==> src/hw/cache_bank_config.svh <==
`ifndef CACHE_BANK_CONFIG_SVH
`define CACHE_BANK_CONFIG_SVH

// ~~~~~~~~~~~~~~~~~~~~~~~~~~~~~~~~~~~~~~~~~~~~~~~~~
// bank geometry
// ~~~~~~~~~~~~~~~~~~~~~~~~~~~~~~~~~~~~~~~~~~~~~~~~~
`define NUM_SETS   8
`define NUM_WAYS   4
`define BLOCK_SIZE 4

`define WORD_W     32
`define ADDR_W     16 // word address.

// ~~~~~~~~~~~~~~~~~~~~~~~~~~~~~~~~~~~~~~~~~~~~~~~~~
// derived widths
// ~~~~~~~~~~~~~~~~~~~~~~~~~~~~~~~~~~~~~~~~~~~~~~~~~
`define SET_BITS   ($clog2(`NUM_SETS))
`define WAY_BITS   ($clog2(`NUM_WAYS))
`define OFF_BITS   ($clog2(`BLOCK_SIZE))
`define TAG_W      (`ADDR_W - `SET_BITS - `OFF_BITS)

`define AGE_W      (`WAY_BITS + 1) // one spare bit so ages can saturate.
`define AGE_MAX    ((1 << `AGE_W) - 1)

`endif

==> src/hw/cache_bank_pkg.sv <==
`include "cache_bank_config.svh"

package cache_bank_pkg;

  // ~~~~~~~~~~~~~~~~~~~~~~~~~~~~~~~~~~~~~~~~~~~~~~~~~
  // storage
  // ~~~~~~~~~~~~~~~~~~~~~~~~~~~~~~~~~~~~~~~~~~~~~~~~~
  typedef struct packed {
    logic                                valid;
    logic                                dirty;
    logic [`TAG_W-1:0]                   tag;
    logic [`BLOCK_SIZE-1:0][`WORD_W-1:0] block;
  } cache_frame;

  typedef cache_frame [`NUM_WAYS-1:0] cache_set;

  typedef struct packed {
    logic [`NUM_WAYS-1:0][`AGE_W-1:0] age;
    logic [`WAY_BITS-1:0]             lru_way; // oldest way of the set.
  } lru_frame;

  // ~~~~~~~~~~~~~~~~~~~~~~~~~~~~~~~~~~~~~~~~~~~~~~~~~
  // requests and miss handling
  // ~~~~~~~~~~~~~~~~~~~~~~~~~~~~~~~~~~~~~~~~~~~~~~~~~
  typedef enum logic {
    OP_LOAD,
    OP_STORE
  } req_op_t;

  typedef struct packed {
    logic [`TAG_W-1:0]    tag;
    logic [`SET_BITS-1:0] set;
  } block_addr_t;

  typedef struct packed {
    req_op_t               op;
    block_addr_t           block_addr;
    logic [`OFF_BITS-1:0]  offset;
    logic [`WORD_W-1:0]    store_value;
  } mshr_reg;

  typedef enum logic [1:0] {
    IDLE,
    VICTIM_EJECT,
    BLOCK_PULL,
    FINISH
  } miss_state_t;

endpackage

==> src/hw/cache_bank_ifs.sv <==
`timescale 1ns/1ps
`include "cache_bank_config.svh"


interface lru_if;
  logic                 touch_en;
  logic [`SET_BITS-1:0] touch_set;
  logic [`WAY_BITS-1:0] touch_way;
  logic [`SET_BITS-1:0] query_set; // set whose victim is wanted.
  logic [`WAY_BITS-1:0] victim_way;

  modport tracker   (input touch_en, touch_set, touch_way, query_set, output victim_way);
  modport requester (output query_set, input victim_way);
  modport toucher   (output touch_en, touch_set, touch_way);
endinterface


==> src/hw/lru_tracker.sv <==
`timescale 1ns/1ps
`include "cache_bank_config.svh"

module lru_tracker (
  input  logic   CLK,
  input  logic   nRST,
  lru_if.tracker lr
);
  import cache_bank_pkg::*;

  lru_frame [`NUM_SETS-1:0] lru;
  lru_frame                 next_frame;
  logic [`AGE_W-1:0]        touched_age;

  // oldest way with the lowest index winning a tie so empty ways fill in order.
  function automatic logic [`WAY_BITS-1:0] oldest(
    input logic [`NUM_WAYS-1:0][`AGE_W-1:0] age
  );
    logic [`WAY_BITS-1:0] sel;
    sel = '0;
    for (int w = 1; w < `NUM_WAYS; w++) begin
      if (age[w] > age[sel]) begin
        sel = w[`WAY_BITS-1:0];
      end
    end
    return sel;
  endfunction

  always_comb begin
    next_frame  = lru[lr.touch_set];
    touched_age = next_frame.age[lr.touch_way];
    for (int w = 0; w < `NUM_WAYS; w++) begin
      if (w[`WAY_BITS-1:0] == lr.touch_way) begin
        next_frame.age[w] = '0;
      end else if ((next_frame.age[w] <= touched_age) && (next_frame.age[w] != `AGE_MAX)) begin
        next_frame.age[w] = next_frame.age[w] + 1'b1; // ages younger or equal move up.
      end
    end
    next_frame.lru_way = oldest(next_frame.age);
  end

  always_ff @(posedge CLK or negedge nRST) begin
    if (!nRST) begin
      lru <= '0;
    end else if (lr.touch_en) begin
      lru[lr.touch_set] <= next_frame;
    end
  end

  assign lr.victim_way = lru[lr.query_set].lru_way;

endmodule

==> src/flat_wrapper.sv <==
// flat-port wrapper written by rule: the top's interface ports become plain ports
module lru_tracker_flat import cache_bank_pkg::*;
  (CLK, nRST, lr_touch_en, lr_touch_set, lr_touch_way, lr_query_set, lr_victim_way);
  lru_if lr_i ();
  input  logic CLK;
  input  logic nRST;
  input wire logic [$bits(lr_i.touch_en)-1:0] lr_touch_en;
  input wire logic [$bits(lr_i.touch_set)-1:0] lr_touch_set;
  input wire logic [$bits(lr_i.touch_way)-1:0] lr_touch_way;
  input wire logic [$bits(lr_i.query_set)-1:0] lr_query_set;
  output wire logic [$bits(lr_i.victim_way)-1:0] lr_victim_way;
  assign lr_i.touch_en = lr_touch_en;
  assign lr_i.touch_set = lr_touch_set;
  assign lr_i.touch_way = lr_touch_way;
  assign lr_i.query_set = lr_query_set;
  assign lr_victim_way = lr_i.victim_way;
  lru_tracker u_core (.CLK(CLK), .nRST(nRST), .lr(lr_i));
endmodule
==> config.mk <==
export PLATFORM = sky130hd
export DESIGN_NAME = lru_tracker_flat
export DESIGN_NICKNAME = d
export VERILOG_FILES = /design/src/hw/cache_bank_pkg.sv /design/src/hw/cache_bank_ifs.sv /design/src/hw/lru_tracker.sv /design/src/flat_wrapper.sv
export VERILOG_INCLUDE_DIRS = /design/src /design/src/hw
export SDC_FILE = /design/constraint.sdc
export NUM_CORES = 1
export LEC_CHECK = 0
export ABC_AREA = 1
export BUFFER_PORTS_ARGS = -buffer_cell sky130_fd_sc_hd__buf_2
export CAP_MARGIN = 10
export CORE_MARGIN = 2
export CORE_UTILIZATION = 45
export DETAILED_ROUTE_END_ITERATION = 8
export PLACE_DENSITY = 0.7
export SETUP_SLACK_MARGIN = 0.4
export SYNTH_ARGS = -nofsm -noshare
export SYNTH_HDL_FRONTEND = slang
export SYNTH_SLANG_ARGS = --single-unit
export TNS_END_PERCENT = 1
==> constraint.sdc <==
create_clock -name CLK -period 7.4 [get_ports CLK]
set_input_delay 1.85 -clock CLK [delete_from_list [all_inputs] [get_ports CLK]]
set_output_delay 1.85 -clock CLK [all_outputs]
set_load 0.05 [all_outputs]
== Yosys cells after proc, flatten, opt, wreduce, memory -nomap -nowiden ==
Index checks and enable logic that the tools add are counted.

* Flip-flop bits (word level): 112
* Input bits: 11
* Output and inout bits: 2
* Word-level logic and storage cells: 94

* Add/subtract/negate cells: 4
* Order comparisons: 13
* Equality and inequality tests: 7
* Mux-type cells: 24
* Reduce and logical (&&, ||, !) cells: 6

{| class="wikitable"
|+ Operator list
! cell !! count
|-
| bitwise mux 112 bit || 1
|-
| binary-select mux 14 bit (select 3 bit) || 2
|-
| demux 14 bit (select 3 bit) || 1
|-
| two-way mux 3 bit || 11
|-
| two-way mux 14 bit || 2
|-
| binary-select mux 3 bit (select 2 bit) || 3
|-
| adder 3 x 1 -> 3 bit, second input constant || 4
|-
| less-or-equal comparator 3 bit || 4
|-
| != test 3 bit, second input constant || 4
|-
| > comparator 3 bit || 3
|-
| less-than comparator 3 x 4 -> 1 bit, second input constant || 2
|-
| less-than comparator 2 x 3 -> 1 bit, second input constant || 2
|-
| two-way mux 2 bit || 3
|-
| logical AND 1 bit || 5
|-
| == test 2 bit, first input constant || 2
|-
| greater-or-equal comparator 3 x 1 -> 1 bit, second input constant || 1
|-
| less-than comparator 1 x 3 -> 1 bit, second input constant || 1
|-
| == test 1 x 2 -> 1 bit, first input constant || 1
|-
| zero test 2 bit || 1
|-
| two-way mux 1 bit || 1
|}

== Logic depth before layout (Yosys ltp) ==
* Depth after elaboration: 19
* Gate-level depth with buffers: 41
* Gate-level depth less buffers: 40

== Least setup slack after synthesis ==
OpenSTA, ideal clock, no wires.

* Path kind: input to register
* Start: input port lr_touch_set[0]
* End: register u_core.lru[29] in the netlist's numbering
* Setup time: 0.128 ns
* Data arrival time: 6.798 ns
* Data required time: 7.272 ns
* Setup slack: 0.474 ns
* Stages: 36
* Buffers on the path: 3
* Path through: buf_4 inv_4 buf_6 buf_2 o21ai_0 o22ai_1 a211oi_1 inv_1 a221oi_1 ha_1 nand3b_1 nand2_1 a21oi_1 xor2_1 nand2_1 inv_1 ha_1 nand3_2 nand2_1 nand2_1 and2_1 ha_1 nand2_1 nor2_1 a211oi_1 a31oi_1 inv_1 nand3_1 nand2_1 ha_1 nand2_1 o21ai_0 nand2_1 nand2_1 nand2_1 o21ai_0

{| class="wikitable"
|+ RTL lines
! what !! RTL line !! text
|-
| from (decl) || flat_wrapper.sv:8 || <nowiki>input wire logic [$bits(lr_i.touch_set)-1:0] lr_touch_set;</nowiki>
|-
| to (signal, indexed assignment) || lru_tracker.sv:46 || <nowiki>lru[lr.touch_set] <= next_frame;</nowiki>
|-
| to (decl) || lru_tracker.sv:11 || <nowiki>lru_frame [`NUM_SETS-1:0] lru;</nowiki>
|}

== Final worst setup path ==
* Start: input port lr_touch_set[0]
* End: register u_core.lru[71] in the netlist's numbering

* Word-level cells in the longest chain between the ends: 19
* Elaborated cells on any way between the ends: 44
* Those cells by class: add/sub (4); order compare (9); eq/ne (4); mux (22); reduce/logical (5)

{| class="wikitable"
|+ RTL lines
! what !! RTL line !! text
|-
| binary-select mux 14 bit (select 3 bit) || lru_tracker.sv:30 || <nowiki>next_frame = lru[lr.touch_set];</nowiki>
|-
| two-way mux 14 bit (not written as such) || lru_tracker.sv:30 ||
|-
| binary-select mux 3 bit (select 2 bit) || lru_tracker.sv:31 || <nowiki>touched_age = next_frame.age[lr.touch_way];</nowiki>
|-
| two-way mux 3 bit (not written as such) || lru_tracker.sv:31 ||
|-
| less-or-equal comparator 3 bit || lru_tracker.sv:35 || <nowiki>end else if ((next_frame.age[w] <= touched_age) && (next_frame.age[w] != `AGE_MAX)) begin</nowiki>
|-
| logical AND 1 bit || lru_tracker.sv:35 ||
|-
| two-way mux 3 bit || lru_tracker.sv:35 ||
|-
| two-way mux 3 bit || lru_tracker.sv:33 || <nowiki>if (w[`WAY_BITS-1:0] == lr.touch_way) begin</nowiki>
|-
| (+3 left out) || - ||
|-
| two-way mux 3 bit (not written as such) || lru_tracker.sv:22 || <nowiki>if (age[w] > age[sel]) begin</nowiki>
|-
| > comparator 3 bit || lru_tracker.sv:22 ||
|-
| two-way mux 2 bit || lru_tracker.sv:22 ||
|-
| binary-select mux 3 bit (select 2 bit) || lru_tracker.sv:22 ||
|-
| two-way mux 3 bit (not written as such) || lru_tracker.sv:22 ||
|-
| > comparator 3 bit || lru_tracker.sv:22 ||
|-
| two-way mux 2 bit || lru_tracker.sv:22 ||
|-
| bitwise mux 112 bit * || lru_tracker.sv:46 ||
|}

Mark *: on every way between the ends. The rest lies on a longest branch, timed or not. The select of a mux whose other input is x is not followed.
A chain may end at the register's enable or synchronous reset.

==> summary by stage <==
Routing
The routed wire length is 16100 µm. The post-detailed-route via-to-cell ratio is ~5.3. The detailed router put a total of about 7300 µm of wire on met1. The total via count after detailed routing is 5382.

The wire length per cell after detailed routing is 15.8 µm. Summed over all nets, wire length on met3 after detailed routing comes to just under 600 µm. The total iterations of the first detailed-routing run is 5.

After detailed routing, the number of remaining DRC violations is 0. In this run the remaining antenna-violating nets after routing total 0. The uppermost signal routing layer after detailed routing is met4. The detailed router finished its first iteration with approximately 500 violations.

After detailed routing, the met2 layer carries 7920 µm of wire.

Clock tree
The number of hold buffers added after cts is 0. After clock tree synthesis, the clock-pin slew on the worst setup and hold paths is 0.07 ns. The CTS H-tree depth is 3. The maximum buffer depth of the clock tree is 2. The worst-skew pair later-pin latency is 0.36 ns. The number of CTS-inserted buffers is 9. TritonCTS built the clock tree.

The root buffer selected by CTS is sky130_fd_sc_hd__clkbuf_16. Counting every sink on the clock net gives 112.

Yosys
The most used flip-flop cell after synthesis is sky130_fd_sc_hd__dfrtp_1. Summing the sequential cell areas from Yosys gives between 40% and 50% of the chip area. The async set-or-reset flop fraction in the synthesized netlist is 100%.

The Yosys step of the flow raised 0 warnings. After synthesis, the netlist uses 35 different library cells. Counting every instance in the synthesized netlist gives 815. The cell area that synthesis handed to floorplanning was 6250 µm².

In this run, synthesis inferred 0 flip-flops with an integrated enable. In this run the mean area of a mapped cell was 7.67 µm². The share of synthesized area in the top cell type comes to 44.9%.

The most area-hungry cell type in the Yosys netlist is sky130_fd_sc_hd__dfrtp_1. Counting flops and latches in the post-synthesis netlist gives 112. After synthesis, the cell types taking the most area are sky130_fd_sc_hd__dfrtp_1 (45%), sky130_fd_sc_hd__nand2_1 (15%), sky130_fd_sc_hd__o21ai_0 (9.4%), sky130_fd_sc_hd__ha_1 (5.4%), sky130_fd_sc_hd__inv_1 (4.8%). Synthesis produced a netlist with a net count of between 800 and 900.

Finish
The relative area change from synthesis to final layout is 12.2%. The layout cell share with drive strength beyond 1 is 14.0%. The repair_antennas step left the layout with diodes totalling 0. The largest register by flop count is u_core.lru. In the final design database the tool counted 870 nets.

The register with the most flip-flops in the layout has between 100 and 150 of them. The final instance count without filler cells is between 1000 and 1500. The number of fillers in the final layout is about 1300. In the final layout, the registers with the most flip-flops are u_core.lru (112). The cell area after layout is 7010 µm².

STA
For the pin with the worst max-slew slack, the measured transition is 0.935 ns. The number of failing hold endpoints at the final stage was 0. The maximum frequency from static timing analysis is 151 MHz. Across the routed clock network, the largest skew measured is roughly 0.009 ns. The worst pin sits at a relative slew slack of between 30% and 40%. The worst path uses 89.3% of the clock period. The count of final max-slew check failures was 0. The minimum period implied by the final worst setup slack is 6.61 ns.

Setup repair after global routing could not meet its margin everywhere. Setup violations remaining at the end of the flow were counted as 0.

Critical path
The delay contributed by the slowest stage of the critical path is 0.32 ns. The required time of the critical path is 7.63 ns. The worst setup path is of the primary input to flop kind. The endpoint class of the critical path is a flop. The largest individual stage delay along the critical path comes from the cell sky130_fd_sc_hd__ha_1. The cell that appears most often on the critical path is sky130_fd_sc_hd__nand2_1.

The critical path arrival is 6.84 ns. The worst setup path is launched from a primary input. Along the worst path, the maximum fanout reaches 32.

Placed design
The number of port buffers is 12. Summed over all nets, the half-perimeter wirelength after detailed placement is 11000 µm. The number of instances in the placed design is 996. The global placement routability congestion is 0.852. After detailed placement, the total cell area comes to 6530 µm².

Power and ir drop
The part of the total power dissipated in sequential elements is 28.1%. The highest ir drop seen on vdd is around 0.32 mV. Summed over all cells, the static leakage comes to roughly 0.0035 µW. The clock network is responsible for 14.3% of the overall power. For this design the ratio of total power to cell area is 536 nW/µm².

The fraction of power consumed by combinational cells is 57.6%. The total net switching power is approximately 1800 µW. The share of total power consumed by net switching is 48.0%. Cell internal power was estimated by the tool at 1960 µW.

Die
The starting utilization of the core area is 45.5%. The die covers 14800 µm². The total area inside the core boundary comes to 13700 µm². The number of rows in the core area is 43. The overall die height is 122 µm. In this run the count of I/O pins placed on the die edge is 13. The chip width is 122 µm.

GRT
The first global-routing pass estimated 26300 µm of wire. The residual overflow from global routing is 0. The number of antenna violations at the first check in global routing came to 0. Entering global routing, the biggest net connects 58 pins. The via count of the first global-routing pass is roughly 5200.

The total global-route track usage is 22.8%.

Min path
The worst min-delay path category is flop to flop.

Outcome
The flow ran to the end, and the final reports show no timing, DRC or antenna violations.

Flow run
The number of violations of the max-capacitance limit is 0.
==> logic make-up (layout without fill, tap and decap cells) <==
| group | Yosys count | in the layout | share of synthesized area, % |
|---|---|---|---|
| adders and majority gates | 27 | 27 | 5.41 |
| xor gates and xnor gates | 2 | 2 | 0.280 |
| DFF | 112 | 112 | 44.9 |
| and+or+nand+nor | 372 | 372 | 25.9 |
| AOI/OAI and AO/OA | 182 | 182 | 15.6 |
| buffers and inverters | 120 | 142 | 8.03 |
==> layout by cell type, fill, tap and decap left out, types with 2 or more instances in the layout <==
master                      Yosys  final
sky130_fd_sc_hd__a21oi_2        1      3
sky130_fd_sc_hd__xor2_1         2      2
sky130_fd_sc_hd__nor2_2        11     10
sky130_fd_sc_hd__inv_6          0      3
sky130_fd_sc_hd__nand3b_1       2      2
sky130_fd_sc_hd__o211ai_1       5      5
sky130_fd_sc_hd__bufinv_16      0      2
sky130_fd_sc_hd__or2_2          4      4
sky130_fd_sc_hd__nor2_4         1      3
sky130_fd_sc_hd__o21ai_1       19     20
sky130_fd_sc_hd__o22ai_1        9      9
sky130_fd_sc_hd__a221oi_4       0      2
sky130_fd_sc_hd__inv_2          8     10
sky130_fd_sc_hd__nand2_2        9     11
sky130_fd_sc_hd__a31oi_1        7      6
sky130_fd_sc_hd__nand3_1       28     28
sky130_fd_sc_hd__a211oi_2       0      2
sky130_fd_sc_hd__inv_1         80     78
sky130_fd_sc_hd__buf_2          5     11
sky130_fd_sc_hd__clkbuf_16      0      9
sky130_fd_sc_hd__ha_1          27     25
sky130_fd_sc_hd__a21oi_1       16     14
sky130_fd_sc_hd__ha_4           0      2
sky130_fd_sc_hd__o21ai_0      117    116
sky130_fd_sc_hd__buf_4          5     24
sky130_fd_sc_hd__nand3_4        2      2
sky130_fd_sc_hd__nor2_1        59     58
sky130_fd_sc_hd__nand3_2       11     11
sky130_fd_sc_hd__dfrtp_1      112    112
sky130_fd_sc_hd__and2_1         2      2
sky130_fd_sc_hd__nand2_1      242    240
==> critical path: cells and delay by family <==
family                     cells  cell delay [ns]
AOI/OAI and AO/OA              9             1.35
buffers and inverters          4             0.59
and+or+nand+nor               21             2.12
adders and majority gates      3             0.93
==> final timing paths <==
| kind | from | cells after the start | endpoint | slack [ns] |
|---|---|---|---|---|
| max | lr_touch_set[0] | 37 | u_core.lru[71] | 0.79 |
| min | u_core.lru[42] | 2 | u_core.lru[42] | 0.48 |
| max reg2reg | u_core.lru[80] | 33 | u_core.lru[71] | 2.32 |
| min reg2reg | u_core.lru[42] | 2 | u_core.lru[42] | 0.48 |
| max in group asynchronous | nRST | 2 | u_core.lru[60] | 4.67 |
| min in group asynchronous | nRST | 1 | u_core.lru[37] | 1.56 |
==> power by group through the flow <==
stage / Combinational (µW) / Sequential [µW] / Clock [µW]
after floorplan: 1510 / 1010 / 0
after global placement: 2000 / 1050 / 0
after detailed placement: 2040 / 1060 / 0
after CTS: 2040 / 1050 / 544
after global routing: 2450 / 1090 / 568
final: 2160 / 1050 / 538
==> per-layer routing <==
layer / track usage [%] / vias to the layer above
met4: 6.39 / 0
li1: - / 2666
met2: 39.5 / 101
met3: 4.68 / 23
met1: 29.1 / 2592
met5: 0 / -
==> Yosys cell counts, drive strengths merged (2+ instances only) <==
cell and n:
nor2 71, nand3b 2, o211ai 5, dfrtp 112, a211oi 3, a31oi 7
buf 13, o22ai 9, xor2 2, a221oi 2, nand3 41, ha 27
and2 2, o21ai 136, a21oi 17, or2 4, nand2 252, clkbuf 17
inv 89
==> stage by stage <==
stage / power, µW / setup TNS, ns / utilization, % / setup slack [ns] / hold WS (ns)
floorplan: 2520 / 0 / - / 0.474 / 0.444
global placement: 3050 / 0 / 47.6 / 0.0477 / 0.458
detailed placement: 3090 / -0.175 / 47.6 / -0.0447 / 0.465
CTS: 3640 / 0 / 50.0 / 0.440 / 0.484
global route: 4110 / 0 / 51.1 / 0.278 / 0.499
finish: 3760 / 0 / 51.1 / 0.792 / 0.484
==> area by class of cell <==
type | instances | area (µm²) | area share, %
Sequential cell | 112 | 2800 | 40.0
Multi-Input combinational cell | 583 | 3050 | 43.5
Clock inverter | 7 | 103 | 1.46
Inverter | 90 | 347 | 4.94
Clock buffer | 9 | 225 | 3.21
Tap cell | 180 | 225 | 3.21
Timing Repair Buffer | 36 | 255 | 3.64
==> repair_timing <==
action                                 in CTS  in global routing
setup endpoints to repair                  12                 16
pin swaps                                   0                  5
cloned                                      0                  0
endpoints found under the hold margin       0                  0
setup buffers                               0                  5
resized for setup                           1                 21
Note: power is estimated with default switching activity, not from simulation.
