[src/hw/cache_bank_config.svh]
`ifndef CACHE_BANK_CONFIG_SVH
`define CACHE_BANK_CONFIG_SVH

// ~~~~~~~~~~~~~~~~~~~~~~~~~~~~~~~~~~~~~~~~~~~~~~~~~
// bank geometry
// ~~~~~~~~~~~~~~~~~~~~~~~~~~~~~~~~~~~~~~~~~~~~~~~~~
`define NUM_SETS   8
`define NUM_WAYS   4
`define BLOCK_SIZE 4

`define WORD_W     32
`define ADDR_W     16 // word address.

// ~~~~~~~~~~~~~~~~~~~~~~~~~~~~~~~~~~~~~~~~~~~~~~~~~
// derived widths
// ~~~~~~~~~~~~~~~~~~~~~~~~~~~~~~~~~~~~~~~~~~~~~~~~~
`define SET_BITS   ($clog2(`NUM_SETS))
`define WAY_BITS   ($clog2(`NUM_WAYS))
`define OFF_BITS   ($clog2(`BLOCK_SIZE))
`define TAG_W      (`ADDR_W - `SET_BITS - `OFF_BITS)

`define AGE_W      (`WAY_BITS + 1) // one spare bit so ages can saturate.
`define AGE_MAX    ((1 << `AGE_W) - 1)

`endif

[src/hw/cache_bank_pkg.sv]
`include "cache_bank_config.svh"

package cache_bank_pkg;

  // ~~~~~~~~~~~~~~~~~~~~~~~~~~~~~~~~~~~~~~~~~~~~~~~~~
  // storage
  // ~~~~~~~~~~~~~~~~~~~~~~~~~~~~~~~~~~~~~~~~~~~~~~~~~
  typedef struct packed {
    logic                                valid;
    logic                                dirty;
    logic [`TAG_W-1:0]                   tag;
    logic [`BLOCK_SIZE-1:0][`WORD_W-1:0] block;
  } cache_frame;

  typedef cache_frame [`NUM_WAYS-1:0] cache_set;

  typedef struct packed {
    logic [`NUM_WAYS-1:0][`AGE_W-1:0] age;
    logic [`WAY_BITS-1:0]             lru_way; // oldest way of the set.
  } lru_frame;

  // ~~~~~~~~~~~~~~~~~~~~~~~~~~~~~~~~~~~~~~~~~~~~~~~~~
  // requests and miss handling
  // ~~~~~~~~~~~~~~~~~~~~~~~~~~~~~~~~~~~~~~~~~~~~~~~~~
  typedef enum logic {
    OP_LOAD,
    OP_STORE
  } req_op_t;

  typedef struct packed {
    logic [`TAG_W-1:0]    tag;
    logic [`SET_BITS-1:0] set;
  } block_addr_t;

  typedef struct packed {
    req_op_t               op;
    block_addr_t           block_addr;
    logic [`OFF_BITS-1:0]  offset;
    logic [`WORD_W-1:0]    store_value;
  } mshr_reg;

  typedef enum logic [1:0] {
    IDLE,
    VICTIM_EJECT,
    BLOCK_PULL,
    FINISH
  } miss_state_t;

endpackage

[src/hw/cache_bank_ifs.sv]
`timescale 1ns/1ps
`include "cache_bank_config.svh"

// registered request plus tag compare result.
interface lookup_if;
  import cache_bank_pkg::*;

  logic                 valid;
  req_op_t              op;
  logic [`SET_BITS-1:0] set_index;
  logic [`OFF_BITS-1:0] offset;
  logic [`TAG_W-1:0]    tag;
  logic [`WORD_W-1:0]   wdata;
  logic                 hit;
  logic [`WAY_BITS-1:0] hit_way;

  modport stage (output valid, op, set_index, offset, tag, wdata, hit, hit_way);
  modport sink  (input  valid, op, set_index, offset, tag, wdata, hit, hit_way);
endinterface


[src/hw/tag_lookup.sv]
`timescale 1ns/1ps
`include "cache_bank_config.svh"

module tag_lookup (
  input  logic                     CLK,
  input  logic                     nRST,
  input  logic                     req_valid,
  input  cache_bank_pkg::req_op_t  req_op,
  input  logic [`ADDR_W-1:0]       req_addr,
  input  logic [`WORD_W-1:0]       req_wdata,
  input  cache_bank_pkg::cache_set frames,
  input  logic                     replay,
  input  cache_bank_pkg::mshr_reg  mshr,
  lookup_if.stage                  lk
);
  import cache_bank_pkg::*;

  logic               valid_q;
  req_op_t            op_q;
  logic [`ADDR_W-1:0] addr_q;
  logic [`WORD_W-1:0] wdata_q;

  always_ff @(posedge CLK or negedge nRST) begin
    if (!nRST) begin
      valid_q <= 1'b0;
    end else begin
      valid_q <= req_valid || replay;
    end
  end

  // replay wins because the bank is busy and no new request can collide.
  always_ff @(posedge CLK) begin
    if (replay) begin
      op_q    <= mshr.op;
      addr_q  <= {mshr.block_addr.tag, mshr.block_addr.set, mshr.offset};
      wdata_q <= mshr.store_value;
    end else if (req_valid) begin
      op_q    <= req_op;
      addr_q  <= req_addr;
      wdata_q <= req_wdata;
    end
  end

  assign lk.valid     = valid_q;
  assign lk.op        = op_q;
  assign lk.wdata     = wdata_q;
  assign lk.offset    = addr_q[`OFF_BITS-1:0];
  assign lk.set_index = addr_q[`OFF_BITS +: `SET_BITS];
  assign lk.tag       = addr_q[`ADDR_W-1 -: `TAG_W];

  // compare against every way of the indexed set.
  always_comb begin
    lk.hit     = 1'b0;
    lk.hit_way = '0;
    for (int w = 0; w < `NUM_WAYS; w++) begin
      if (frames[w].valid && (frames[w].tag == lk.tag)) begin
        lk.hit     = 1'b1;
        lk.hit_way = w[`WAY_BITS-1:0];
      end
    end
  end

endmodule

[src/flat_wrapper.sv]
// flat-port wrapper written by rule: the top's interface ports become plain ports
module tag_lookup_flat import cache_bank_pkg::*;
  (CLK, nRST, req_valid, req_op, req_addr, req_wdata, frames, replay, mshr, lk_valid, lk_op, lk_set_index, lk_offset, lk_tag, lk_wdata, lk_hit, lk_hit_way);
  lookup_if lk_i ();
  input  logic CLK;
  input  logic nRST;
  input  logic req_valid;
  input  cache_bank_pkg::req_op_t req_op;
  input  logic [`ADDR_W-1:0] req_addr;
  input  logic [`WORD_W-1:0] req_wdata;
  input  cache_bank_pkg::cache_set frames;
  input  logic replay;
  input  cache_bank_pkg::mshr_reg mshr;
  output wire logic [$bits(lk_i.valid)-1:0] lk_valid;
  output wire logic [$bits(lk_i.op)-1:0] lk_op;
  output wire logic [$bits(lk_i.set_index)-1:0] lk_set_index;
  output wire logic [$bits(lk_i.offset)-1:0] lk_offset;
  output wire logic [$bits(lk_i.tag)-1:0] lk_tag;
  output wire logic [$bits(lk_i.wdata)-1:0] lk_wdata;
  output wire logic [$bits(lk_i.hit)-1:0] lk_hit;
  output wire logic [$bits(lk_i.hit_way)-1:0] lk_hit_way;
  assign lk_valid = lk_i.valid;
  assign lk_op = lk_i.op;
  assign lk_set_index = lk_i.set_index;
  assign lk_offset = lk_i.offset;
  assign lk_tag = lk_i.tag;
  assign lk_wdata = lk_i.wdata;
  assign lk_hit = lk_i.hit;
  assign lk_hit_way = lk_i.hit_way;
  tag_lookup u_core (.CLK(CLK), .nRST(nRST), .req_valid(req_valid), .req_op(req_op), .req_addr(req_addr), .req_wdata(req_wdata), .frames(frames), .replay(replay), .mshr(mshr), .lk(lk_i));
endmodule
[config.mk]
export PLATFORM = sky130hd
export DESIGN_NAME = tag_lookup_flat
export DESIGN_NICKNAME = d
export VERILOG_FILES = /design/src/hw/cache_bank_pkg.sv /design/src/hw/cache_bank_ifs.sv /design/src/hw/tag_lookup.sv /design/src/flat_wrapper.sv
export VERILOG_INCLUDE_DIRS = /design/src /design/src/hw
export SDC_FILE = /design/constraint.sdc
export NUM_CORES = 1
export LEC_CHECK = 0
export BUFFER_PORTS_ARGS = -buffer_cell sky130_fd_sc_hd__buf_2
export CAP_MARGIN = 20
export CORE_AREA = 2 2 278 280
export CTS_CLUSTER_SIZE = 8
export DETAILED_ROUTE_END_ITERATION = 8
export DIE_AREA = 0 0 280 282
export GPL_TIMING_DRIVEN = 0
export PLACE_DENSITY_LB_ADDON = 0.05
export SETUP_SLACK_MARGIN = 0.2
export SLEW_MARGIN = 30
export SYNTH_ARGS = -nofsm -noshare
export SYNTH_HDL_FRONTEND = slang
export SYNTH_SLANG_ARGS = --single-unit
[constraint.sdc]
create_clock -name CLK -period 3.62 [get_ports CLK]
set_clock_uncertainty 0.2 [all_clocks]
set_input_delay 0.362 -clock CLK [delete_from_list [all_inputs] [get_ports CLK]]
set_output_delay 0.362 -clock CLK [all_outputs]
set_load 0.01 [all_outputs]
======== After elaboration in Yosys (flattened, before gate mapping) ========
Index checks and enable logic that the tools add are counted.
operators by class
  reduce and logical (&&, ||, !) cells .... 6
  multiplexer cells ....................... 13
  eq/ne operators ......................... 4
operators with widths
  kind               number
  $mux 32            2
  $eq 11x11->1       4
  $mux 16            2
  $mux 1             7
  $logic_and 1x1->1  4
  $mux 2             2
  $reduce_bool 2->1  1
  $logic_or 1x1->1   1
word-level totals
  logic and storage cells ................. 27
  output and inout port bits .............. 53
  bits in registers ....................... 50

======== Longest topological paths before layout ========
Gate-level depths: netlist (run 1).
  depth in word-level cells ............... 6
  gate-level depth with buffers ........... 5
  mapped depth without buffers ............ 4

======== Worst setup path before layout (run 1) ========
OpenSTA, ideal clock, no wires.
  kind .................................... input port to flip-flop
  from .................................... input replay
  to ...................................... register u_core.addr_q[0], enable pin
  data required time ...................... 3.035 ns
  path buffers ............................ 2
  stages on the path ...................... 3
  arrival time ............................ 1.406 ns
  path slack .............................. 1.629 ns
  cells stage by stage .................... clkbuf_1 > buf_2 > or2_2
between the ends
  cells in the longest elaborated chain, start to end .. 1
RTL lines
  item                                RTL line            text
  start, declared                     flat_wrapper.sv:12  input logic replay;
  $reduce_bool 2->1 (no source line)  --
  end signal, assigned                tag_lookup.sv:35    addr_q <= {mshr.block_addr.tag, mshr.block_addr.set, mshr.offset};
  end signal, assigned                tag_lookup.sv:39    addr_q <= req_addr;
  end, declared                       tag_lookup.sv:20    logic [`ADDR_W-1:0] addr_q;
Every way passes these cells.
A chain may end at the register's enable or synchronous reset.

======== Worst setup path in the final report (run 1) ========
  from .................................... register u_core.addr_q[13]
  to ...................................... output lk_hit
between the ends
  cells in the longest elaborated chain, start to end .. 6
  elaborated cells between the ends (all ways) .. 12
RTL lines
  item                  RTL line            text
  $eq 11x11->1          tag_lookup.sv:56    if (frames[w].valid && (frames[w].tag == lk.tag)) begin
  $logic_and 1x1->1     tag_lookup.sv:56
  $mux 1 (3 in series)  tag_lookup.sv:56
  $mux 1 (*)            tag_lookup.sv:56
  end, declared         flat_wrapper.sv:20  output wire logic [$bits(lk_i.hit)-1:0] lk_hit;
Mark *: on every way between the ends. The rest lies on a longest branch, timed or not.

==> metrics.md, run 1 <==
| Metric | Value |
|---|---|
| Post-synthesis sequential area ratio | 0.566 |
| Max Cap Violations | 0 |
| Clock slew at reported path FFs | 0.08 ns |
| Worst Setup Start Kind | register |
| Post-cts sizing count | 0 |
| Avg Cell Area, Syn | 15.1 µm² |
| Post-synthesis mux area share | 0.209 |
| Nets | 1,051 |
| Drt pass-1 iters | 4 |
| Via Count | 2,343 |
| Worst hold path class | input pin to async pin |
| # rows | 101 |
| Vias per Instance | 1.71 |
| Synth Area in Adders | 0 |
| Post-DP HPWL | 14.0 mm |
| GRT overflow | 0 |
| Residual DRC | 0 |
| Setup violators final | 0 |
| Post-CTS Hold Buffers | 1 |
| RSZ-0062 raised after global routing | false |
| CP arrival | 2.19 ns |
| Max transition margin | 0.651 |
| Crit share post-route | 0.761 |
| Fmax | 363 MHz |
| Core Region | 0.0757 mm² |
| Mapped Area | 0.00264 mm² |
| WL per Instance | 11.8 µm |
| #FFs+latches synth | 50 |
| Die H | 282 µm |
| Worst slew pin tran | 0.524 ns |
| Setup TNS | 0 ns |
| Syn_nets | 841 |
| IO buf count | 201 |
| Synthesis Warnings | 0 |
| Compound-Gate Fraction of Synth Area | 0.00521 |
| Peak supply drop | 0.163 mV |
| Worst setup EP type | output port |
| Crit path max fanout | 4 |
| Pin count of the biggest net entering global routing | 32 |
| Endpoints failing hold | 0 |
| Drt first-iter violations | 44 |
| Critical path class | register to output port |
| Layout cells sized above 1 | 0.702 |
| Initial antenna violation count | 15 |
| P_leak | 1.76 nW |
| Hold slack final | 0.132 ns |
| GPL Wtd Cong | 0.639 |
| Postcts setup bufs | 0 |
| Period minus WS final | 2.75 ns |
| XOR/XNOR Fraction of Synth Area | 0.151 |
| Run status | completed |
| Synthesized instance count | 175 |
| Final slew viol count | 0 |
| Final WL | 16.1 mm |
| Clock buffer count from CTS | 5 |
| First-pass GRT wire length | 21.3 mm |
| Max H-tree Level | 2 |
| Synth Area in Simple Gates | 0.0445 |
| Clock sinks | 50 |
| Clk root buf | clkbuf_16 |
| Worst setup path start | u_core.addr_q[13]$_DFFE_PP_ |
| Clock Tree Buf Depth | 2 |
| TritonCTS clock tree | yes |
| Worst Path Required | 3.06 ns |
| Power per cell area | 331 mW/mm² |
| Post-synth cell types | 20 |
| Main combinational cell family by area after synthesis | multiplexers |
| Ports | 719 |
| Starting Density | 0.0349 |
| Vias in the first global route | 2,716 |
| Total track usage | 0.0399 |
| Post-DRT Antenna Nets | 0 |
| Die Width | 280 µm |
| Total die area | 0.0790 mm² |
| Area Growth Syn to Fin | 91.2% |
metal layers:
metal  track usage  routed length, µm
met3        0.0264               2090
met1        0.0422               6040
met5             0                138
met2        0.0643               7570
met4        0.0123                228
per-stage QoR:
stage | total power [W] | instances | area [µm²] | util | setup WS [ns]
floorplan | 0.000934 | 175 | 2640 | - | 1.63
global placement | 0.00119 | 1354 | 4870 | 0.0644 | 0.768
detailed placement | 0.00118 | 1355 | 4900 | 0.0647 | 1.06
CTS | 0.00176 | 1364 | 5050 | 0.0667 | 0.654
global route | 0.00179 | 1366 | 5050 | 0.0667 | 0.635
finish | 0.00167 | 1367 | 5050 | 0.0668 | 0.865
flip-flops by register name, summed over array words and instances (netlist names):
name and count:
u_core.addr_q 16, u_core.lk.op 1, u_core.lk.valid 1, u_core.lk.wdata 32
critical path: stages, from the launching register on:
cell and delay [ns]:
edfxtp_1 0.36, clkbuf_1 0.42, xnor2_1 0.18, nand4_1 0.22, or3_1 0.39, o2111ai_1 0.09
buf_2 0.20
path summary, 6_finish.rpt:
path / endpoint / slack (ns) / cells past startpoint
min in group CLK: u_core.lk.wdata[9]$_DFFE_PP_ / 0.13 / 2
setup / recovery: lk_hit / 0.87 / 6
max in group asynchronous: u_core.lk.valid$_DFF_PN0_ / 3.01 / 2
hold / removal: u_core.lk.valid$_DFF_PN0_ / 0.13 / 2
power by group:
part / switching [W] / leakage, nW / internal (W) / total, W
clock network: 0.000274 / 0.0673 / 0.000255 / 0.000529
logic: 0.000194 / 1.19 / 0.000199 / 0.000393
registers: 0.0000450 / 0.510 / 0.000709 / 0.000754
cells in the final DEF, fill, tap and decap left out:
cell type        n
buf_2          207
mux2_2          49
edfxtp_1        49
xnor2_1         36
nand4_1         11
xor2_1           6
clkbuf_16        5
diode_2          3
clkbuf_1         2
buf_4            2
xnor2_2          2
or3_1            2
buf_6            1
nor3_1           1
or3_4            1
o21ai_1          1
or2_4            1
nand2_1          1
nor4_1           1
nor2_1           1
o2111ai_1        1
clkinv_1         1
clkinvlp_4       1
clkinv_2         1
dlygate4sd3_1    1
buf_12           1
dfrtp_1          1
final cells by class:
type,instances,area (µm²)
fill,8857,70600
sequential,50,1500
tap,978,1220
multi-input combinational,114,1090
timing repair buffer,203,1040
clock buffer,5,125
buffer,11,63.8
clock inverter,3,16.3
antenna,3,7.51
kinds of logic (layout without fill, tap and decap cells):
| logic type | after synthesis | count (layout) |
|---|---|---|
| muxes | 49 | 49 |
| other | 0 | 3 |
| and+or+nand+nor | 19 | 19 |
| buffers and inverters | 11 | 222 |
| DFF | 50 | 50 |
| xor gates and xnor gates | 44 | 44 |
| AOI/OAI and AO/OA | 2 | 2 |
synthesized netlist by cell type:
cell       count  area (µm²)
edfxtp_1      49        1470
mux2_2        49         552
xnor2_1       36         315
nand4_1       11        68.8
buf_2          6        30.0
xor2_1         6        52.6
buf_4          2        15.0
clkbuf_1       2        7.51
or3_1          2        12.5
xnor2_2        2        32.5
buf_6          1        11.3
dfrtp_1        1        25.0
nand2_1        1        3.75
nor2_1         1        3.75
nor3_1         1        5.00
nor4_1         1        6.26
o2111ai_1      1        8.76
o21ai_1        1        5.00
or2_2          1        6.26
or3_4          1        11.3
No activity file was read; power rests on OpenSTA's default activity.
==> run 2, diff against run 1 <==
--- a/config.mk
+++ b/config.mk
@@ -8,10 +8,10 @@
 export LEC_CHECK = 0
 export BUFFER_PORTS_ARGS = -buffer_cell sky130_fd_sc_hd__buf_2
 export CAP_MARGIN = 20
-export CORE_AREA = 2 2 278 280
+export CORE_AREA = 2 2 281 283
 export CTS_CLUSTER_SIZE = 8
 export DETAILED_ROUTE_END_ITERATION = 8
-export DIE_AREA = 0 0 280 282
+export DIE_AREA = 0 0 283 285
 export GPL_TIMING_DRIVEN = 0
 export PLACE_DENSITY_LB_ADDON = 0.05
 export SETUP_SLACK_MARGIN = 0.2
==> constraint.sdc (replaced) <==
create_clock -name CLK -period 2.4 [get_ports CLK]
set_clock_uncertainty 0.2 [all_clocks]
set_input_delay 0.24 -clock CLK [delete_from_list [all_inputs] [get_ports CLK]]
set_output_delay 0.24 -clock CLK [all_outputs]
set_load 0.01 [all_outputs]
==> run 2 against run 1 <==
Net effect: the flow now finishes with violations (negative setup slack); largest cell class is now buffers; setup slack got worse by 0.98 ns; critical path type unchanged; highest routed layer unchanged; largest power group unchanged; non-clock buffer count rose by 81; cell count rose by 11%.
==> metrics.md, run 2 (synthesis results as in run 1) <==
| Metric | Value |
|---|---|
| First-pass GRT wire length | 23.9 mm (+12%) |
| Endpoints failing hold | 0 (unchanged) |
| Clock buffer count from CTS | 5 (unchanged) |
| Clock sinks | 50 (unchanged) |
| Layout cells sized above 1 | 0.642 (-0.0597) |
| Final slew viol count | 0 (unchanged) |
| Worst slew pin tran | 0.468 ns (-0.0558 ns) |
| Nets | 1,132 (+7.7%) |
| Crit path max fanout | 4 (unchanged) |
| Vias in the first global route | 3,016 (+11%) |
| Vias per Instance | 1.71 (-0.26%) |
| Drt pass-1 iters | 4 (unchanged) |
| Worst Path Required | 1.96 ns (-1.10 ns) |
| Worst setup EP type | output port |
| Total track usage | 0.0433 (+0.00336) |
| GPL Wtd Cong | 0.649 (+1.6%) |
| Core Region | 0.0780 mm² (+3.0%) |
| Peak supply drop | 0.271 mV (+67%) |
| Pin count of the biggest net entering global routing | 29 (-9.4%) |
| Failing checks | negative setup slack |
| Most frequent cells in the layout | buf_2, dlygate4sd3_1, mux2_2, edfxtp_1, xnor2_1 |
| IO buf count | 201 (unchanged) |
| Clock Tree Buf Depth | 2 (unchanged) |
| Fmax | 397 MHz |
| TritonCTS clock tree | yes |
| Die H | 285 µm (+1.1%) |
| Total power | 0.00278 W (+66%) |
| Residual DRC | 0 (unchanged) |
| Period minus WS final | 2.52 ns |
| Post-DRT Antenna Nets | 0 (unchanged) |
| Worst Setup Start Kind | register |
| Area Growth Syn to Fin | 131% |
| Ports | 719 (unchanged) |
| Drt first-iter violations | 52 (+18%) |
| Setup slack at placement | -0.285 ns (-1.35 ns) |
| Hold Startpoint | req_addr[3] |
| GRT overflow | 0 (unchanged) |
| Number of cells on the worst hold path | 2 |
| Final setup margin | -0.116 ns (-0.982 ns) |
| Final core utilization | 0.0785 (+0.0117) |
| Via Count | 2,602 (+11%) |
| Max reg flops | 32 (unchanged) |
| Die Width | 283 µm (+1.1%) |
| Final WL | 17.3 mm (+7.8%) |
| Hold worst-path end | u_core.addr_q[3]$_DFFE_PP_ |
| WL per Instance | 11.4 µm (-3.2%) |
| Max transition margin | 0.688 (+0.0372) |
| Worst hold path class | input pin to register |
| Run status | complete, but fails checks |
| Crit share post-route | 1.05 |
| CP arrival | 2.08 ns (-0.11 ns) |
| Total die area | 0.0807 mm² (+2.1%) |
| Fill cells | 9,123 (+3.0%) |
| RSZ-0062 raised after global routing | true |
| Initial antenna violation count | 11 (-4) |
| P_leak | 2.19 nW (+24%) |
| Setup TNS | -0.242 ns (-0.242 ns) |
| Max H-tree Level | 2 (unchanged) |
| Setup violators final | 3 (+3) |
| # rows | 103 (+2.0%) |
| Most common cell after layout, fill and taps aside | buf_2 |
| Starting Density | 0.0339 (-0.00102) |
| Power per cell area | 454 mW/mm² (+37%) |
| Max Cap Violations | 0 (unchanged) |
| Post-DP HPWL | 14.7 mm (+5.1%) |
| Clk root buf | clkbuf_16 |
| Critical path class | register to output port |
| Clock slew at reported path FFs | 0.09 ns (about the same) |
-- run 2: per-layer routing --
layer / track usage / wire, µm / share of wire
met1: 0.0481 / 7320 / 0.42
met2: 0.0689 / 7850 / 0.45
met3: 0.0269 / 1870 / 0.11
met4: 0.0116 / 210 / 0.012
met5: 0 / 63 / 0.0036
-- run 2: layout make-up --
class | count | area (µm²) | share of cell area
Clock buffer | 5 | 125 | 0.0205
Tap cell | 1050 | 1310 | 0.215
Timing Repair Buffer | 284 | 1880 | 0.307
Clock inverter | 3 | 25.0 | 0.00409
Buffer | 11 | 78.8 | 0.0129
Multi-Input combinational cell | 114 | 1190 | 0.194
Sequential cell | 50 | 1500 | 0.245
Antenna cell | 5 | 12.5 | 0.00205
-- run 2: worst max path at each step --
stage                                 from                           to  slack (ns)  depth (start not counted)
2_1_floorplan                       replay   u_core.addr_q[0]$_DFFE_PP_        0.53                          3
3_3_place_gp                        replay  u_core.addr_q[14]$_DFFE_PP_       -0.41                          3
3_5_place_dp   u_core.addr_q[14]$_DFFE_PP_                       lk_hit       -0.28                          5
4_1_cts        u_core.addr_q[13]$_DFFE_PP_                lk_hit_way[0]       -0.24                          6
5_1_grt        u_core.addr_q[13]$_DFFE_PP_                       lk_hit       -0.22                          7
6_report       u_core.addr_q[13]$_DFFE_PP_                       lk_hit       -0.12                          7
-- run 2: what timing repair did --
action                                  4_1_cts  5_1_grt
buffers inserted                              8        6
resized for setup                            22        7
endpoints found under the setup margin        3        3
endpoints found under the hold margin        36        0
hold buffers                                 68        0
pin swaps                                     6        4
-- run 2: through the flow --
step | area [µm²] | instances | hold slack (ns)
2_1_floorplan | 2640 | 175 | -0.256
3_3_place_gp | 4960 | 1426 | -0.184
3_5_place_dp | 4990 | 1427 | -0.182
4_1_cts | 6020 | 1511 | 0.00120
5_1_grt | 6110 | 1518 | 0.00523
6_report | 6120 | 1522 | 0.0280
-- run 2: worst max-delay path, cell delays in order, from the launching register on --
cell and delay [ns]:
edfxtp_1 0.52, buf_8 0.19, xnor2_2 0.14, nand4_1 0.11
buf_6 0.15, or3_4 0.38, o2111ai_2 0.09, buf_6 0.15
-- run 2: where the power goes --
| group | switching [W] | leakage, nW | internal, W | total (W) |
|---|---|---|---|---|
| clock | 0.000452 | 0.0704 | 0.000397 | 0.000848 |
| sequential | 0.0000452 | 0.510 | 0.00107 | 0.00111 |
| combinational | 0.000362 | 1.61 | 0.000455 | 0.000817 |
| total | 0.000859 | 2.19 | 0.00192 | 0.00278 |
==> run 3, diff against run 2 <==
--- a/config.mk
+++ b/config.mk
@@ -6,12 +6,13 @@
 export SDC_FILE = /design/constraint.sdc
 export NUM_CORES = 1
 export LEC_CHECK = 0
+export ABC_AREA = 1
 export BUFFER_PORTS_ARGS = -buffer_cell sky130_fd_sc_hd__buf_2
 export CAP_MARGIN = 20
-export CORE_AREA = 2 2 281 283
+export CORE_AREA = 2 2 280 282
 export CTS_CLUSTER_SIZE = 8
 export DETAILED_ROUTE_END_ITERATION = 8
-export DIE_AREA = 0 0 283 285
+export DIE_AREA = 0 0 282 284
 export GPL_TIMING_DRIVEN = 0
 export PLACE_DENSITY_LB_ADDON = 0.05
 export SETUP_SLACK_MARGIN = 0.2
==> run 3 against run 2 <==
Net effect: non-clock buffer count is 8 higher; sequential power hardly changed; power is 7.0% higher; first-iteration DRC count is 60% higher; die area is 0.70% lower; the flow now finishes without violations; final area is 8.3% higher; sequential share of layout area is 1.9 points lower; count of clock-buffer cells in the layout stayed put.
==> metrics.md, run 3 <==
| Metric | Value |
|---|---|
| Run status | completed |
| Post-DRT Antenna Nets | 0 (unchanged) |
| CP delay by family, top | flip-flops |
| Area of the multi-input gates | 0.00139 mm² (+17%) |
| Drt first-iter violations | 83 (+60%) |
| Max reg flops | 32 (unchanged) |
| Area leader, netlist | edfxtp_1 |
| Period minus WS final | 2.29 ns (-0.226 ns) |
| Asr flop ratio synth | 0.0200 (unchanged) |
| Worst path slowest cell | edfxtp_1 |
| Clock Tree Buf Depth | 2 (unchanged) |
| Fmax | 437 MHz (+9.9%) |
| Total track usage | 0.0570 (+0.0137) |
| RSZ-0062 raised after global routing | true |
| Post-synth EDFFs | 49 (unchanged) |
| Via Count | 3,784 (+45%) |
| Final WL | 22.8 mm (+32%) |
| IO buf count | 201 (unchanged) |
| First-pass GRT wire length | 31.3 mm (+31%) |
| Crit-path cells | buf_6 > buf_12 > nand2_4 > nand2_4 > inv_2 > nand2_2 > nor2_2 > nand3_1 > nand2_2 > inv_2 > nand2_2 > buf_6 |
| Fill cells | 9,115 (-0.088%) |
| GPL Wtd Cong | 0.695 (+7.1%) |
| Hold Startpoint | req_wdata[28] |
| Pin count of the biggest net entering global routing | 31 (+6.9%) |
| TritonCTS clock tree | yes |
| Starting Density | 0.0397 (+0.00583) |
| Worst Path Required | 1.96 ns (about the same) |
| Most common cell after layout, fill and taps aside | nand2_1 |
| Most frequent cells in the layout | nand2_1, buf_2, dlygate4sd3_1 |
| Post-DP HPWL | 19.4 mm (+32%) |
| Hold slack final | 0.00635 ns (-0.0216 ns) |
| Reg area | 0.00150 mm² (unchanged) |
| Setup violators final | 0 (-3) |
| Vias per Instance | 2.12 (+24%) |
| #FFs+latches synth | 50 (unchanged) |
| Total die area | 0.0801 mm² (-0.70%) |
| # rows | 102 (-0.97%) |
| Clock buffer count from CTS | 5 (unchanged) |
| Syn_nets | 1,109 (+32%) |
| CP most frequent cell | nand2_2 |
| Worst hold path class | input pin to register |
| Top_reg_cell synth | edfxtp_1 |
| Finished Cell Area | 0.00662 mm² (+8.3%) |
| WL per Instance | 12.7 µm (+12%) |
| Area Growth Syn to Fin | 117% |
| Largest cells by area after synthesis | edfxtp_1, nand2_1, inv_1 |
| GRT overflow | 0 (unchanged) |
| Worst setup EP type | output port |
| Final slew viol count | 0 (unchanged) |
| Worst setup path start | u_core.addr_q[14]$_DFFE_PP_ |
| CP arrival | 1.85 ns (-0.23 ns) |
| Placed cell area | 0.00539 mm² (+8.1%) |
| Core Region | 0.0770 mm² (-1.3%) |
| Mapped Area | 0.00306 mm² (+16%) |
| Initial antenna violation count | 26 (+15) |
| Top-area cell type share of the netlist area | 0.481 (-0.0754) |
| Post-synth cell types | 19 (-5.0%) |
| Die Width | 282 µm (-0.35%) |
| Synth top cells by count | nand2_1, inv_1, edfxtp_1 |
| Crit path max fanout | 3 (-1) |
| Clk root buf | clkbuf_16 |
| Clock sinks | 50 (unchanged) |
| Max transition margin | 0.565 (-0.123) |
| Ports | 719 (unchanged) |
| Avg Cell Area, Syn | 6.90 µm² (-54%) |
| Critical path class | register to output port |
| Layout cells sized above 1 | 0.370 (-0.272) |
| Buf+Inv Stages, Crit Path | 5 (+2) |
| Vias in the first global route | 4,188 (+39%) |
| Nets | 1,408 (+24%) |
| Dominant cell by count in the synthesized netlist | nand2_1 |
| Peak supply drop | 0.263 mV (-2.9%) |
| Synthesis Warnings | 0 (unchanged) |
| Drt pass-1 iters | 4 (unchanged) |
| Clock slew at reported path FFs | 0.09 ns (about the same) |
| Power per cell area | 449 mW/mm² (-1.2%) |
| Endpoints failing hold | 0 (unchanged) |
| Critical Path Max Stage Delay | 0.53 ns (about the same) |
| Final core utilization | 0.0861 (+0.00762) |
| P_leak | 3.06 nW (+40%) |
| Die H | 284 µm (-0.35%) |
| Max Cap Violations | 0 (unchanged) |
| Synthesized instance count | 443 (+150%) |
| Worst Setup Start Kind | register |
| Crit share post-route | 0.954 (-0.0941) |
| Worst slew pin tran | 0.653 ns (+0.185 ns) |
| Post-synthesis sequential area ratio | 0.489 (-0.0767) |
| Max H-tree Level | 2 (unchanged) |
| Residual DRC | 0 (unchanged) |
[run 3: cell types whose count changed after synthesis, moves of 4 or more]
cell	before	now
xnor2_1	36	5
buf_2	6	2
inv_1	0	59
xor2_1	6	0
clkbuf_1	2	8
mux2_2	49	0
inv_2	0	11
nand3_1	0	9
nand4_1	11	1
nand2_1	1	269
nor2_1	1	15
[run 3: kinds of logic after synthesis]
group	count (synthesis)	share of synthesized area
buf+inv	83	0.104
compound gates	2	0.00614
simple gates	303	0.386
xor+xnor	5	0.0143
flops	50	0.489
[run 3: path summary, 6_finish.rpt]
path | to | slack, ns | cells after the start
setup / recovery | lk_hit | 0.11 | 12
hold / removal | u_core.lk.wdata[28]$_DFFE_PP_ | 0.006 | 3
max in group asynchronous | u_core.lk.valid$_DFF_PN0_ | 1.37 | 3
min in group asynchronous | u_core.lk.valid$_DFF_PN0_ | 0.53 | 3
[run 3: tightest hold or removal path, cell delays in order]
cell and delay, ns:
buf_2 0.08, nand2_1 0.05, nand2_1 0.06
[run 3: repair_timing]
| action | CTS | global route |
|---|---|---|
| buffers inserted | 13 | 1 |
| endpoints found under the hold margin | 40 | 0 |
| hold buffers | 76 | 0 |
| resized for setup | 35 | 13 |
| pin swaps | 17 | 6 |
| setup endpoints to repair | 3 | 3 |
[run 3: area by class of cell]
type / count / area share
multi-input cells: 310 / 0.209
well taps: 1040 / 0.196
repair buffers: 292 / 0.293
clock buffers: 5 / 0.0189
inverters: 72 / 0.0412
diodes: 5 / 0.00189
flip-flops and latches: 50 / 0.226
plain buffers: 11 / 0.00718
clock inverters: 3 / 0.00661
[run 3: power breakdown]
group	switching (W)	leakage (nW)	internal [W]	total [W]
logic	0.000505	2.46	0.000408	0.000913
registers	0.0000555	0.515	0.00107	0.00112
clock network	0.000439	0.0842	0.000498	0.000937
total	0.000999	3.06	0.00198	0.00297
[run 3: routing by layer]
metal	global-route usage	vias to the layer above	wire (µm)
met5	0	-	212
met4	0.0104	34	284
met3	0.0324	49	2630
met2	0.0955	154	10500
met1	0.0628	1625	9200
li1	-	1922	-
[run 3: metrics by stage]
stage	worst slack [ns]	cells	setup TNS, ns	total power [W]
6_report	0.110	1788	0	0.00297
5_1_grt	-0.0153	1784	-0.0156	0.00322
4_1_cts	0.00216	1782	0	0.00312
3_5_place_dp	-0.0853	1685	-1.58	0.00190
3_3_place_gp	-0.696	1684	-34.01	0.00191
2_1_floorplan	0.468	443	0	0.00143
